<file path="config.mk">
export PLATFORM = sky130hd
export DESIGN_NAME = sdr_tx_top
export DESIGN_NICKNAME = d
export VERILOG_FILES = /design/src/logic/sdr_pkg.sv /design/src/logic/sdr_tx_top.sv /design/src/logic/sda_serializer.sv /design/src/logic/sdr_frame_ctrl.sv /design/src/logic/scl_gen.sv /design/src/logic/tx_byte_buffer.sv
export SDC_FILE = /design/constraint.sdc
export NUM_CORES = 1
export LEC_CHECK = 0
export CAP_MARGIN = 20
export CORE_MARGIN = 8
export CORE_UTILIZATION = 40
export CTS_CLUSTER_DIAMETER = 40
export CTS_CLUSTER_SIZE = 30
export DETAILED_ROUTE_END_ITERATION = 7
export DONT_BUFFER_PORTS = 1
export PLACE_DENSITY = 0.57
export SKIP_CTS_REPAIR_TIMING = 1
export SLEW_MARGIN = 5
export SYNTH_ARGS = -nofsm -noshare
export SYNTH_HDL_FRONTEND = slang
export SYNTH_SLANG_ARGS = --single-unit
</file>
<file path="constraint.sdc">
create_clock -name i_sdr_clk -period 2.1 [get_ports i_sdr_clk]
set_input_delay 0.315 -clock i_sdr_clk [delete_from_list [all_inputs] [get_ports i_sdr_clk]]
set_output_delay 0.315 -clock i_sdr_clk [all_outputs]
set_load 0.03 [all_outputs]
</file>
<file path="src/logic/sdr_pkg.sv">
/*
 * shared definitions for the i3c sdr controller transmit path
 * bus timing and payload buffer sizing
 * vector types for bytes, addresses and buffer counts
 * serializer op and controller state encodings, serializer command
 */
package sdr_pkg;

    // ========================================================================
    // timing and sizing
    // ========================================================================

    // system clocks per scl half period, full period is twice this
    localparam int SCL_HALF_CYCLES = 3;
    // payload bytes held for one private write
    localparam int BUF_DEPTH = 8;
    // wide enough for counts 0..BUF_DEPTH
    localparam int BUF_PTR_W = 4;

    // ========================================================================
    // types
    // ========================================================================

    typedef logic [7:0]           sdr_byte_t;
    typedef logic [6:0]           sdr_addr_t;
    typedef logic [BUF_PTR_W-1:0] buf_cnt_t;

    // one bus operation handed to the serializer
    typedef enum logic [2:0] {
        SER_IDLE  = 3'd0,
        SER_START = 3'd1,
        SER_BYTE  = 3'd2,
        SER_TBIT  = 3'd3,
        SER_ACK   = 3'd4,
        SER_STOP  = 3'd5
    } ser_op_e;

    // transaction fsm, one state per serializer op
    typedef enum logic [2:0] {
        ST_IDLE  = 3'd0,
        ST_START = 3'd1,
        ST_BYTE  = 3'd2,
        ST_TBIT  = 3'd3,
        ST_ACK   = 3'd4,
        ST_STOP  = 3'd5
    } ctrl_state_e;

    // pp set selects push-pull, cleared means open-drain
    typedef struct packed {
        ser_op_e   op;
        sdr_byte_t data;
        logic      pp;
    } ser_cmd_t;

endpackage
</file>
<file path="src/logic/sdr_tx_top.sv">
/*
 * i3c sdr controller transmit path, private write only
 * byte buffer, frame fsm, scl generation and sda serializer
 */
`timescale 1ns/1ps
`default_nettype none

module sdr_tx_top (
    input  logic               i_sdr_clk,
    input  logic               i_rst,
    input  logic               i_wr_en,
    input  sdr_pkg::sdr_byte_t i_wr_data,
    input  logic               i_start,
    input  sdr_pkg::sdr_addr_t i_addr,
    input  logic               i_sda_in,
    output logic               o_scl,
    output logic               o_sda_out,
    output logic               o_sda_oe,
    output logic               o_busy,
    output logic               o_done,
    output logic               o_nack
);
    import sdr_pkg::*;

    // ========================================================================
    // internal wires
    // ========================================================================

    // buffer to fsm
    sdr_byte_t head;
    buf_cnt_t  count;
    logic      pop;
    logic      clear;

    // scl generation
    logic      run;
    logic      scl_rise;
    logic      scl_fall;

    // fsm to serializer
    ser_cmd_t  ser_cmd;
    logic      cmd_valid;
    logic      op_done;
    logic      ack_bit;

    // ========================================================================
    // blocks
    // ========================================================================

    tx_byte_buffer u_tx_byte_buffer (
        .i_sdr_clk (i_sdr_clk),
        .i_rst     (i_rst),
        .i_wr_en   (i_wr_en),
        .i_wr_data (i_wr_data),
        .i_busy    (o_busy),
        .i_pop     (pop),
        .i_clear   (clear),
        .o_head    (head),
        .o_count   (count)
    );

    sdr_frame_ctrl u_sdr_frame_ctrl (
        .i_sdr_clk   (i_sdr_clk),
        .i_rst       (i_rst),
        .i_start     (i_start),
        .i_addr      (i_addr),
        .i_count     (count),
        .i_head      (head),
        .i_op_done   (op_done),
        .i_ack_bit   (ack_bit),
        .o_cmd       (ser_cmd),
        .o_cmd_valid (cmd_valid),
        .o_run       (run),
        .o_pop       (pop),
        .o_clear     (clear),
        .o_busy      (o_busy),
        .o_done      (o_done),
        .o_nack      (o_nack)
    );

    scl_gen u_scl_gen (
        .i_sdr_clk  (i_sdr_clk),
        .i_rst      (i_rst),
        .i_run      (run),
        .o_scl      (o_scl),
        .o_scl_rise (scl_rise),
        .o_scl_fall (scl_fall)
    );

    sda_serializer u_sda_serializer (
        .i_sdr_clk   (i_sdr_clk),
        .i_rst       (i_rst),
        .i_cmd       (ser_cmd),
        .i_cmd_valid (cmd_valid),
        .i_scl_rise  (scl_rise),
        .i_scl_fall  (scl_fall),
        .i_sda_in    (i_sda_in),
        .o_sda_out   (o_sda_out),
        .o_sda_oe    (o_sda_oe),
        .o_op_done   (op_done),
        .o_ack_bit   (ack_bit)
    );

endmodule

`default_nettype wire

</file>
<file path="src/logic/sda_serializer.sv">
/*
 * sda serializer for the sdr controller
 * start and stop patterns, msb first byte shifting, t-bit, ack sampling
 * open-drain or push-pull drive per command
 */
`timescale 1ns/1ps
`default_nettype none

module sda_serializer (
    input  logic              i_sdr_clk,
    input  logic              i_rst,
    input  sdr_pkg::ser_cmd_t i_cmd,
    input  logic              i_cmd_valid,
    input  logic              i_scl_rise,
    input  logic              i_scl_fall,
    input  logic              i_sda_in,
    output logic              o_sda_out,
    output logic              o_sda_oe,
    output logic              o_op_done,
    output logic              o_ack_bit
);
    import sdr_pkg::*;

    ser_op_e    op_q;
    logic       pp_q;
    sdr_byte_t  shreg;
    logic [2:0] bit_cnt;
    // a bit of the current op is on the bus
    logic       bit_out;
    // half period hold for start and stop edges
    logic       hold_run;
    logic [$clog2(SCL_HALF_CYCLES)-1:0] hold_cnt;

    always_ff @(posedge i_sdr_clk) begin
        if (i_rst) begin
            op_q      <= SER_IDLE;
            pp_q      <= 1'b0;
            bit_cnt   <= '0;
            bit_out   <= 1'b0;
            hold_run  <= 1'b0;
            hold_cnt  <= '0;
            o_sda_out <= 1'b1;
            o_sda_oe  <= 1'b0;
            o_op_done <= 1'b0;
            o_ack_bit <= 1'b0;
        end else begin
            o_op_done <= 1'b0;
            if (i_cmd_valid) begin
                op_q     <= i_cmd.op;
                pp_q     <= i_cmd.pp;
                shreg    <= i_cmd.data;
                bit_cnt  <= '0;
                bit_out  <= 1'b0;
                hold_cnt <= '0;
                hold_run <= (i_cmd.op == SER_START);
                // start, sda falls while scl still idles high
                if (i_cmd.op == SER_START) begin
                    o_sda_oe  <= 1'b1;
                    o_sda_out <= 1'b0;
                end
            end else if (hold_run) begin
                if (hold_cnt == SCL_HALF_CYCLES - 1) begin
                    hold_run  <= 1'b0;
                    bit_out   <= 1'b0;
                    o_op_done <= 1'b1;
                    op_q      <= SER_IDLE;
                    // end of stop, sda rises with scl high
                    if (op_q == SER_STOP) begin
                        o_sda_oe  <= 1'b0;
                        o_sda_out <= 1'b1;
                    end
                end else begin
                    hold_cnt <= hold_cnt + 1'b1;
                end
            end else if (i_scl_fall) begin
                // new bit goes out in scl low
                case (op_q)
                    SER_BYTE, SER_TBIT: begin
                        bit_out   <= 1'b1;
                        o_sda_oe  <= pp_q | ~shreg[7];
                        o_sda_out <= pp_q & shreg[7];
                        shreg     <= {shreg[6:0], 1'b0};
                        bit_cnt   <= bit_cnt + 1'b1;
                    end
                    SER_ACK: begin
                        // line released for the target
                        bit_out   <= 1'b1;
                        o_sda_oe  <= 1'b0;
                        o_sda_out <= 1'b1;
                    end
                    SER_STOP: begin
                        bit_out   <= 1'b1;
                        o_sda_oe  <= 1'b1;
                        o_sda_out <= 1'b0;
                    end
                    default: begin
                        bit_out <= 1'b0;
                    end
                endcase
            end else if (i_scl_rise && bit_out) begin
                if (op_q == SER_STOP) begin
                    hold_run <= 1'b1;
                end else if (op_q != SER_BYTE || bit_cnt == 3'd0) begin
                    // bit_cnt wraps to 0 after the eighth bit
                    o_op_done <= 1'b1;
                    op_q      <= SER_IDLE;
                    bit_out   <= 1'b0;
                    if (op_q == SER_ACK) begin
                        o_ack_bit <= i_sda_in;
                    end
                end
            end
        end
    end

endmodule

`default_nettype wire

</file>
<file path="src/logic/sdr_frame_ctrl.sv">
/*
 * private write transaction fsm
 * start, address with rnw 0, ack, data bytes with t-bits, stop
 * frame counter against the buffered byte count, odd parity t-bit
 */
`timescale 1ns/1ps
`default_nettype none

module sdr_frame_ctrl (
    input  logic               i_sdr_clk,
    input  logic               i_rst,
    input  logic               i_start,
    input  sdr_pkg::sdr_addr_t i_addr,
    input  sdr_pkg::buf_cnt_t  i_count,
    input  sdr_pkg::sdr_byte_t i_head,
    input  logic               i_op_done,
    input  logic               i_ack_bit,
    output sdr_pkg::ser_cmd_t  o_cmd,
    output logic               o_cmd_valid,
    output logic               o_run,
    output logic               o_pop,
    output logic               o_clear,
    output logic               o_busy,
    output logic               o_done,
    output logic               o_nack
);
    import sdr_pkg::*;

    ctrl_state_e state;
    sdr_addr_t   addr_q;
    // frame counter, data bytes already sent
    buf_cnt_t    sent_cnt;
    // current byte op carries the address
    logic        addr_phase;
    // ack bit kept until the stop is done
    logic        ack_q;
    logic        last_frame;

    assign last_frame = (sent_cnt == i_count);

    function automatic ser_cmd_t make_cmd(
        input ser_op_e   op,
        input sdr_byte_t data,
        input logic      pp
    );
        ser_cmd_t c;
        c.op   = op;
        c.data = data;
        c.pp   = pp;
        return c;
    endfunction

    // ========================================================================
    // transaction fsm, one command issued on entry to each state
    // ========================================================================
    always_ff @(posedge i_sdr_clk) begin
        if (i_rst) begin
            state       <= ST_IDLE;
            o_cmd       <= make_cmd(SER_IDLE, '0, 1'b0);
            o_cmd_valid <= 1'b0;
            o_run       <= 1'b0;
            o_pop       <= 1'b0;
            o_clear     <= 1'b0;
            o_busy      <= 1'b0;
            o_done      <= 1'b0;
            o_nack      <= 1'b0;
            sent_cnt    <= '0;
            addr_phase  <= 1'b0;
            ack_q       <= 1'b0;
        end else begin
            // strobes
            o_cmd_valid <= 1'b0;
            o_pop       <= 1'b0;
            o_clear     <= 1'b0;
            o_done      <= 1'b0;
            case (state)
                ST_IDLE: begin
                    if (i_start) begin
                        addr_q      <= i_addr;
                        sent_cnt    <= '0;
                        ack_q       <= 1'b0;
                        o_busy      <= 1'b1;
                        o_nack      <= 1'b0;
                        o_cmd       <= make_cmd(SER_START, '0, 1'b0);
                        o_cmd_valid <= 1'b1;
                        state       <= ST_START;
                    end
                end
                ST_START: begin
                    // sda low with scl high, now start clocking
                    if (i_op_done) begin
                        o_run       <= 1'b1;
                        addr_phase  <= 1'b1;
                        o_cmd       <= make_cmd(SER_BYTE, {addr_q, 1'b0}, 1'b0);
                        o_cmd_valid <= 1'b1;
                        state       <= ST_BYTE;
                    end
                end
                ST_BYTE: begin
                    if (i_op_done && addr_phase) begin
                        addr_phase  <= 1'b0;
                        o_cmd       <= make_cmd(SER_ACK, '0, 1'b0);
                        o_cmd_valid <= 1'b1;
                        state       <= ST_ACK;
                    end else if (i_op_done) begin
                        // odd parity over the byte just sent, in the msb slot
                        o_pop       <= 1'b1;
                        sent_cnt    <= sent_cnt + 1'b1;
                        o_cmd       <= make_cmd(SER_TBIT, {~^o_cmd.data, 7'd0}, 1'b1);
                        o_cmd_valid <= 1'b1;
                        state       <= ST_TBIT;
                    end
                end
                ST_ACK, ST_TBIT: begin
                    if (i_op_done) begin
                        if (state == ST_ACK) begin
                            ack_q <= i_ack_bit;
                        end
                        o_cmd_valid <= 1'b1;
                        // nack or no bytes left ends the frame
                        if (last_frame || (state == ST_ACK && i_ack_bit)) begin
                            o_run <= 1'b0;
                            o_cmd <= make_cmd(SER_STOP, '0, 1'b0);
                            state <= ST_STOP;
                        end else begin
                            o_cmd <= make_cmd(SER_BYTE, i_head, 1'b1);
                            state <= ST_BYTE;
                        end
                    end
                end
                ST_STOP: begin
                    if (i_op_done) begin
                        o_done  <= 1'b1;
                        o_clear <= 1'b1;
                        o_busy  <= 1'b0;
                        o_nack  <= ack_q;
                        state   <= ST_IDLE;
                    end
                end
                default: begin
                    state <= ST_IDLE;
                end
            endcase
        end
    end

endmodule

`default_nettype wire

</file>
<file path="src/logic/scl_gen.sv">
/*
 * scl generation for the sdr controller
 * half period counter, level and one cycle edge pulses
 */
`timescale 1ns/1ps
`default_nettype none

module scl_gen (
    input  logic i_sdr_clk,
    input  logic i_rst,
    input  logic i_run,
    output logic o_scl,
    output logic o_scl_rise,
    output logic o_scl_fall
);
    import sdr_pkg::*;

    logic [$clog2(SCL_HALF_CYCLES)-1:0] half_cnt;
    // clock running, stays set after run drops until scl is back high
    logic                               active;

    always_ff @(posedge i_sdr_clk) begin
        if (i_rst) begin
            o_scl      <= 1'b1;
            o_scl_rise <= 1'b0;
            o_scl_fall <= 1'b0;
            active     <= 1'b0;
            half_cnt   <= '0;
        end else begin
            o_scl_rise <= 1'b0;
            o_scl_fall <= 1'b0;
            if (i_run || active) begin
                active <= 1'b1;
                if (half_cnt == SCL_HALF_CYCLES - 1) begin
                    half_cnt <= '0;
                    o_scl    <= ~o_scl;
                    // pulses line up with the new level
                    if (o_scl) begin
                        o_scl_fall <= 1'b1;
                    end else begin
                        o_scl_rise <= 1'b1;
                        // run gone, park scl high here
                        if (!i_run) begin
                            active <= 1'b0;
                        end
                    end
                end else begin
                    half_cnt <= half_cnt + 1'b1;
                end
            end
        end
    end

endmodule

`default_nettype wire

</file>
<file path="src/logic/tx_byte_buffer.sv">
/*
 * payload byte buffer for the private write
 * host writes bytes in order, controller pops them as they go out
 * cleared as a whole once the transfer ends
 */
`timescale 1ns/1ps
`default_nettype none

module tx_byte_buffer (
    input  logic               i_sdr_clk,
    input  logic               i_rst,
    input  logic               i_wr_en,
    input  sdr_pkg::sdr_byte_t i_wr_data,
    input  logic               i_busy,
    input  logic               i_pop,
    input  logic               i_clear,
    output sdr_pkg::sdr_byte_t o_head,
    output sdr_pkg::buf_cnt_t  o_count
);
    import sdr_pkg::*;

    sdr_byte_t mem [BUF_DEPTH];
    buf_cnt_t  wr_ptr;
    buf_cnt_t  rd_ptr;
    logic      full;
    logic      wr_ok;

    assign full = (wr_ptr == buf_cnt_t'(BUF_DEPTH));
    // host writes dropped during a transfer, when full, or on clear
    assign wr_ok = i_wr_en && !i_busy && !full && !i_clear;

    // storage
    always_ff @(posedge i_sdr_clk) begin
        if (wr_ok) begin
            mem[wr_ptr[$clog2(BUF_DEPTH)-1:0]] <= i_wr_data;
        end
    end

    // pointers, clear empties the whole buffer
    always_ff @(posedge i_sdr_clk) begin
        if (i_rst || i_clear) begin
            wr_ptr <= '0;
            rd_ptr <= '0;
        end else begin
            if (wr_ok) begin
                wr_ptr <= wr_ptr + 1'b1;
            end
            // no pop past the last written byte
            if (i_pop && (rd_ptr != wr_ptr)) begin
                rd_ptr <= rd_ptr + 1'b1;
            end
        end
    end

    // head byte and number written so far
    assign o_head  = mem[rd_ptr[$clog2(BUF_DEPTH)-1:0]];
    assign o_count = wr_ptr;

endmodule

`default_nettype wire

</file>
==> results.md <==
Status:
- The flow ran to the end, and the final reports show no timing, DRC or antenna violations.

Die:
- The floorplan has 44 rows.
- The floorplan die area is 0.0188 mm².
- Once the floorplan was initialized, standard cells occupied 40.6% of the core.
- The core region is 0.0144 mm².
- During I/O placement, the number of pins put on the boundary was 26.
- The die is 137 µm wide.
- The vertical die dimension is 137 µm.

Layout:
- The ratio of cells with drive above 1 in the final layout is 16.3%.
- The net count of the finished layout is 512.
- The most common library cell in the layout ignoring fill and taps is edfxtp_1.
- In the layout the commonest cells are edfxtp_1 (79), dfxtp_1 (58), nor2_1 (40).
- The number of standard cells in the final layout excluding fillers is 682.
- Relative to the synthesized area, the layout overhead comes to 17.6%.
- The antenna diode count is 0.

STA:
- The worst pin sits at a relative slew slack of 58.8%.
- Timing would allow up to 0.515 GHz.
- Adding up every negative setup slack in the final design gives 0 ns.
- The final-report max-slew violation count is 0.
- Dividing the final minimum period by the clock period gives 92.4%.
- The slew at the pin with the worst max-slew slack is 0.618 ns.
- The final-layout worst hold slack is 0.0668 ns.
- The hold violation count in the final report is 0.
- The clock period could shrink to 1.94 ns.
- The clock skew after layout is 0.00928 ns.
- Setup repair after global routing left no endpoint under its margin.
- Setup violations remaining at the end of the flow were counted as 0.
- In the post-route analysis, the smallest setup slack over all paths is 0.160 ns.

Worst setup path:
- The length in cells of the worst reg-to-reg path is 7.
- In this design, the largest share of critical-path delay is due to simple AND/OR/NAND/NOR gates.
- The element type at the critical path start is a flop.
- Of all nets on the critical path, the largest fanout is 8.
- The worst setup path is of the reg -> reg kind.
- The number of buffers and inverters on the critical path is 2.
- On the critical path, the stage with the largest delay is an instance of dfxtp_1.
- For the worst setup path, the data arrival time is 2.07 ns.
- In this design, the stage delay of the slowest critical-path cell is 0.47 ns.
- Traced cell by cell, the critical path runs through inv_1 > ha_1 > nand3b_1 > and3_1 > nand2_1 > nor3_2 > buf_4.
- In this run the critical register-to-register path is launched from u_tx_byte_buffer.o_count[1].
- The required arrival time at the worst endpoint is 2.22 ns.
- The worst setup slack for register-to-register paths is 0.16 ns.
- STA classifies the critical path endpoint as a flop.
- The endpoint identified for the worst register-to-register timing path is u_tx_byte_buffer.mem[1][2].

Detailed routing:
- Wires add up to 11.7 mm.
- In the final routed layout, each cell accounts on average for 17.2 µm.
- The detailed-route DRC error count is 0.
- Across all layers, the routed design uses 3621 vias.
- After detailed routing, the number of vias per cell comes to 5.31.
- The first detailed-routing pass ran for 6 iterations.
- The post-detailed-route count of antenna-violating nets is 0.
- The DRC marker count from the first detailed-route iteration is 253.

CTS:
- The number of sinks handled by clock tree synthesis is 138.
- Clock latency on the worst-skew pair, taken at its later pin, is 0.42 ns.
- Counting along the longest clock path gives a buffer depth of 2.
- The total clock buffers created by CTS is 17.
- The clock-pin transition on the worst setup and hold timing paths is 0.06 ns.
- TritonCTS built the clock tree.
- The cell at the root of the clock tree is clkbuf_16.
- The maximum level of the CTS H-tree is 4.

Global route:
- The global-route layer with the greatest usage is met2.
- The first global-routing pass estimated 18.5 mm of wire.
- After global routing the overflow that remains totals 0.
- The number of antenna violations at the first check in global routing came to 0.
- Global routing consumed, on the met3 layer, 4.52% of the routing resources.
- Global routing consumed, on the met2 layer, 21.6% of the routing resources.
- The all-layer global routing usage is 13.0%.
- For met1 alone, demand over resource in global routing was 15.0%.
- Entering global routing, the biggest net connects 44 pins.
- The number of global-route vias before repair is 3511.

Synth:
- The number of distinct standard cells referenced by the synthesized netlist is 49.
- Of the synthesized area, sequential elements account for 60.6%.
- Synthesis inferred 138 register bits.
- The instance count of the mapped netlist is 454.
- The synthesized netlist occupies a cell area of 0.00586 mm².
- Counting flops with a built-in enable in the synthesized netlist gives 79.
- The primary flip-flop cell chosen by synthesis mapping is edfxtp_1.
- For this run, asynchronously set or reset flops after synthesis account for 0%.
- A synthesized cell averages 12.9 µm².
- The number of synthesis warnings is 0.
- Counting every net in the synthesized netlist gives 481.

Place:
- The detailed placer's ending HPWL is 7.62 mm.
- Input and output buffers added on the ports amount to 0.
- The global placement routability congestion is 0.811.
- The number of instances in the placed design is 633.
- Prior to clock tree synthesis, the placed netlist has a worst setup slack of 0.0776 ns.

Hold path:
- The classification of the worst-slack hold path is in -> reg.
- The hold-critical path depth is 2.
- The start point of the worst min-delay path is i_sda_in.
- The endpoint of the worst hold path is u_sda_serializer.o_ack_bit.

Power:
- Power spread over the standard cell area amounts to 881 mW/mm².
- The peak supply drop is 0.569 mV.
- The analysis attributes to cell leakage a power of 2.41 nW.

Flow run:
- The max capacitance violation total is 0.
## worst reg2reg max path, cell delays in order, from the launching register on
cell and delay [ns]:
dfxtp_1 0.47, inv_1 0.12, ha_1 0.20, nand3b_1 0.09, and3_1 0.22, nand2_1 0.16, nor3_2 0.17, buf_4 0.22
## kinds of logic after synthesis
family,after synthesis,share of synthesized area (%)
mux,39,11.2
flops,138,60.6
fa+ha+maj,7,1.49
compound gates,75,8.69
simple gates,131,11.1
buf+inv,39,3.18
xor+xnor,25,3.74
## through the flow
stage / utilization [%] / instance area [µm²] / total power (W)
6_report: 47.8 / 6890 / 0.00607
3_3_place_gp: 42.5 / 6130 / 0.00318
5_1_grt: 47.8 / 6890 / 0.00629
3_5_place_dp: 42.5 / 6130 / 0.00319
2_1_floorplan: - / 5860 / 0.00314
4_1_cts: 46.5 / 6710 / 0.00609
## flip-flops by register name (all words and copies together) (netlist names), 3 cells and up, named ones only
signal                     cells
u_tx_byte_buffer.mem          64
u_sdr_frame_ctrl.o_cmd        12
u_sda_serializer.shreg         8
u_sdr_frame_ctrl.addr_q        7
u_sdr_frame_ctrl.sent_cnt      4
u_tx_byte_buffer.o_count       4
u_tx_byte_buffer.rd_ptr        4
u_sda_serializer.bit_cnt       3
u_sda_serializer.op_q          3
u_sdr_frame_ctrl.state         3
## power breakdown
part	internal (W)	total (W)	switching, W	leakage [nW]
Sequential	0.00291	0.00295	0.0000398	1.20
Combinational	0.000105	0.000238	0.000133	0.922
Clock	0.00162	0.00289	0.00127	0.289
## worst max-delay path by stage
stage | start | end | slack, ns | cells past startpoint
finish | u_tx_byte_buffer.o_count[1] | u_tx_byte_buffer.mem[1][2] | 0.16 | 7
global route | u_tx_byte_buffer.o_count[1] | u_tx_byte_buffer.mem[1][7] | 0.01 | 7
CTS | u_tx_byte_buffer.o_count[1] | u_tx_byte_buffer.mem[1][7] | 0.08 | 7
detailed placement | u_tx_byte_buffer.o_count[1] | u_tx_byte_buffer.mem[1][3] | 0.08 | 7
global placement | u_tx_byte_buffer.o_count[1] | u_tx_byte_buffer.mem[1][3] | 0.19 | 7
floorplan | u_tx_byte_buffer.o_count[1] | u_tx_byte_buffer.mem[1][0] | -0.14 | 7
## Yosys cell counts, types with 5 or more instances
master / number / area [µm²]
a211oi_1: 8 / 60.1
a21oi_1: 23 / 115
a222oi_1: 6 / 60.1
and2_1: 5 / 31.3
buf_2: 7 / 35.0
clkbuf_1: 14 / 52.6
dfxtp_1: 59 / 1180
edfxtp_1: 79 / 2370
ha_1: 7 / 87.6
inv_1: 12 / 45.0
mux2_2: 15 / 169
mux2i_1: 8 / 80.1
mux4_1: 13 / 342
nand2_1: 29 / 109
nand2b_1: 5 / 31.3
nand3_1: 7 / 35.0
nand3b_1: 8 / 60.1
nor2_1: 40 / 150
nor2b_1: 7 / 43.8
nor3_1: 9 / 45.0
o21ai_0: 13 / 65.1
xnor2_1: 11 / 96.3
xor2_1: 14 / 123
## final cells by class
cell class	count	area, µm²
multi-input combinational	277	2130
tap	184	230
timing repair buffer	39	358
fill	1271	7530
inverter	12	45.0
clock buffer	18	439
sequential	138	3550
clock inverter	14	138
## per-layer routing
metal,vias up,wire length (µm)
li1,1769,-
met2,79,6000
met3,22,445
met5,-,0
met1,1751,5070
met4,0,216
Power figures use the tool's default switching activity.
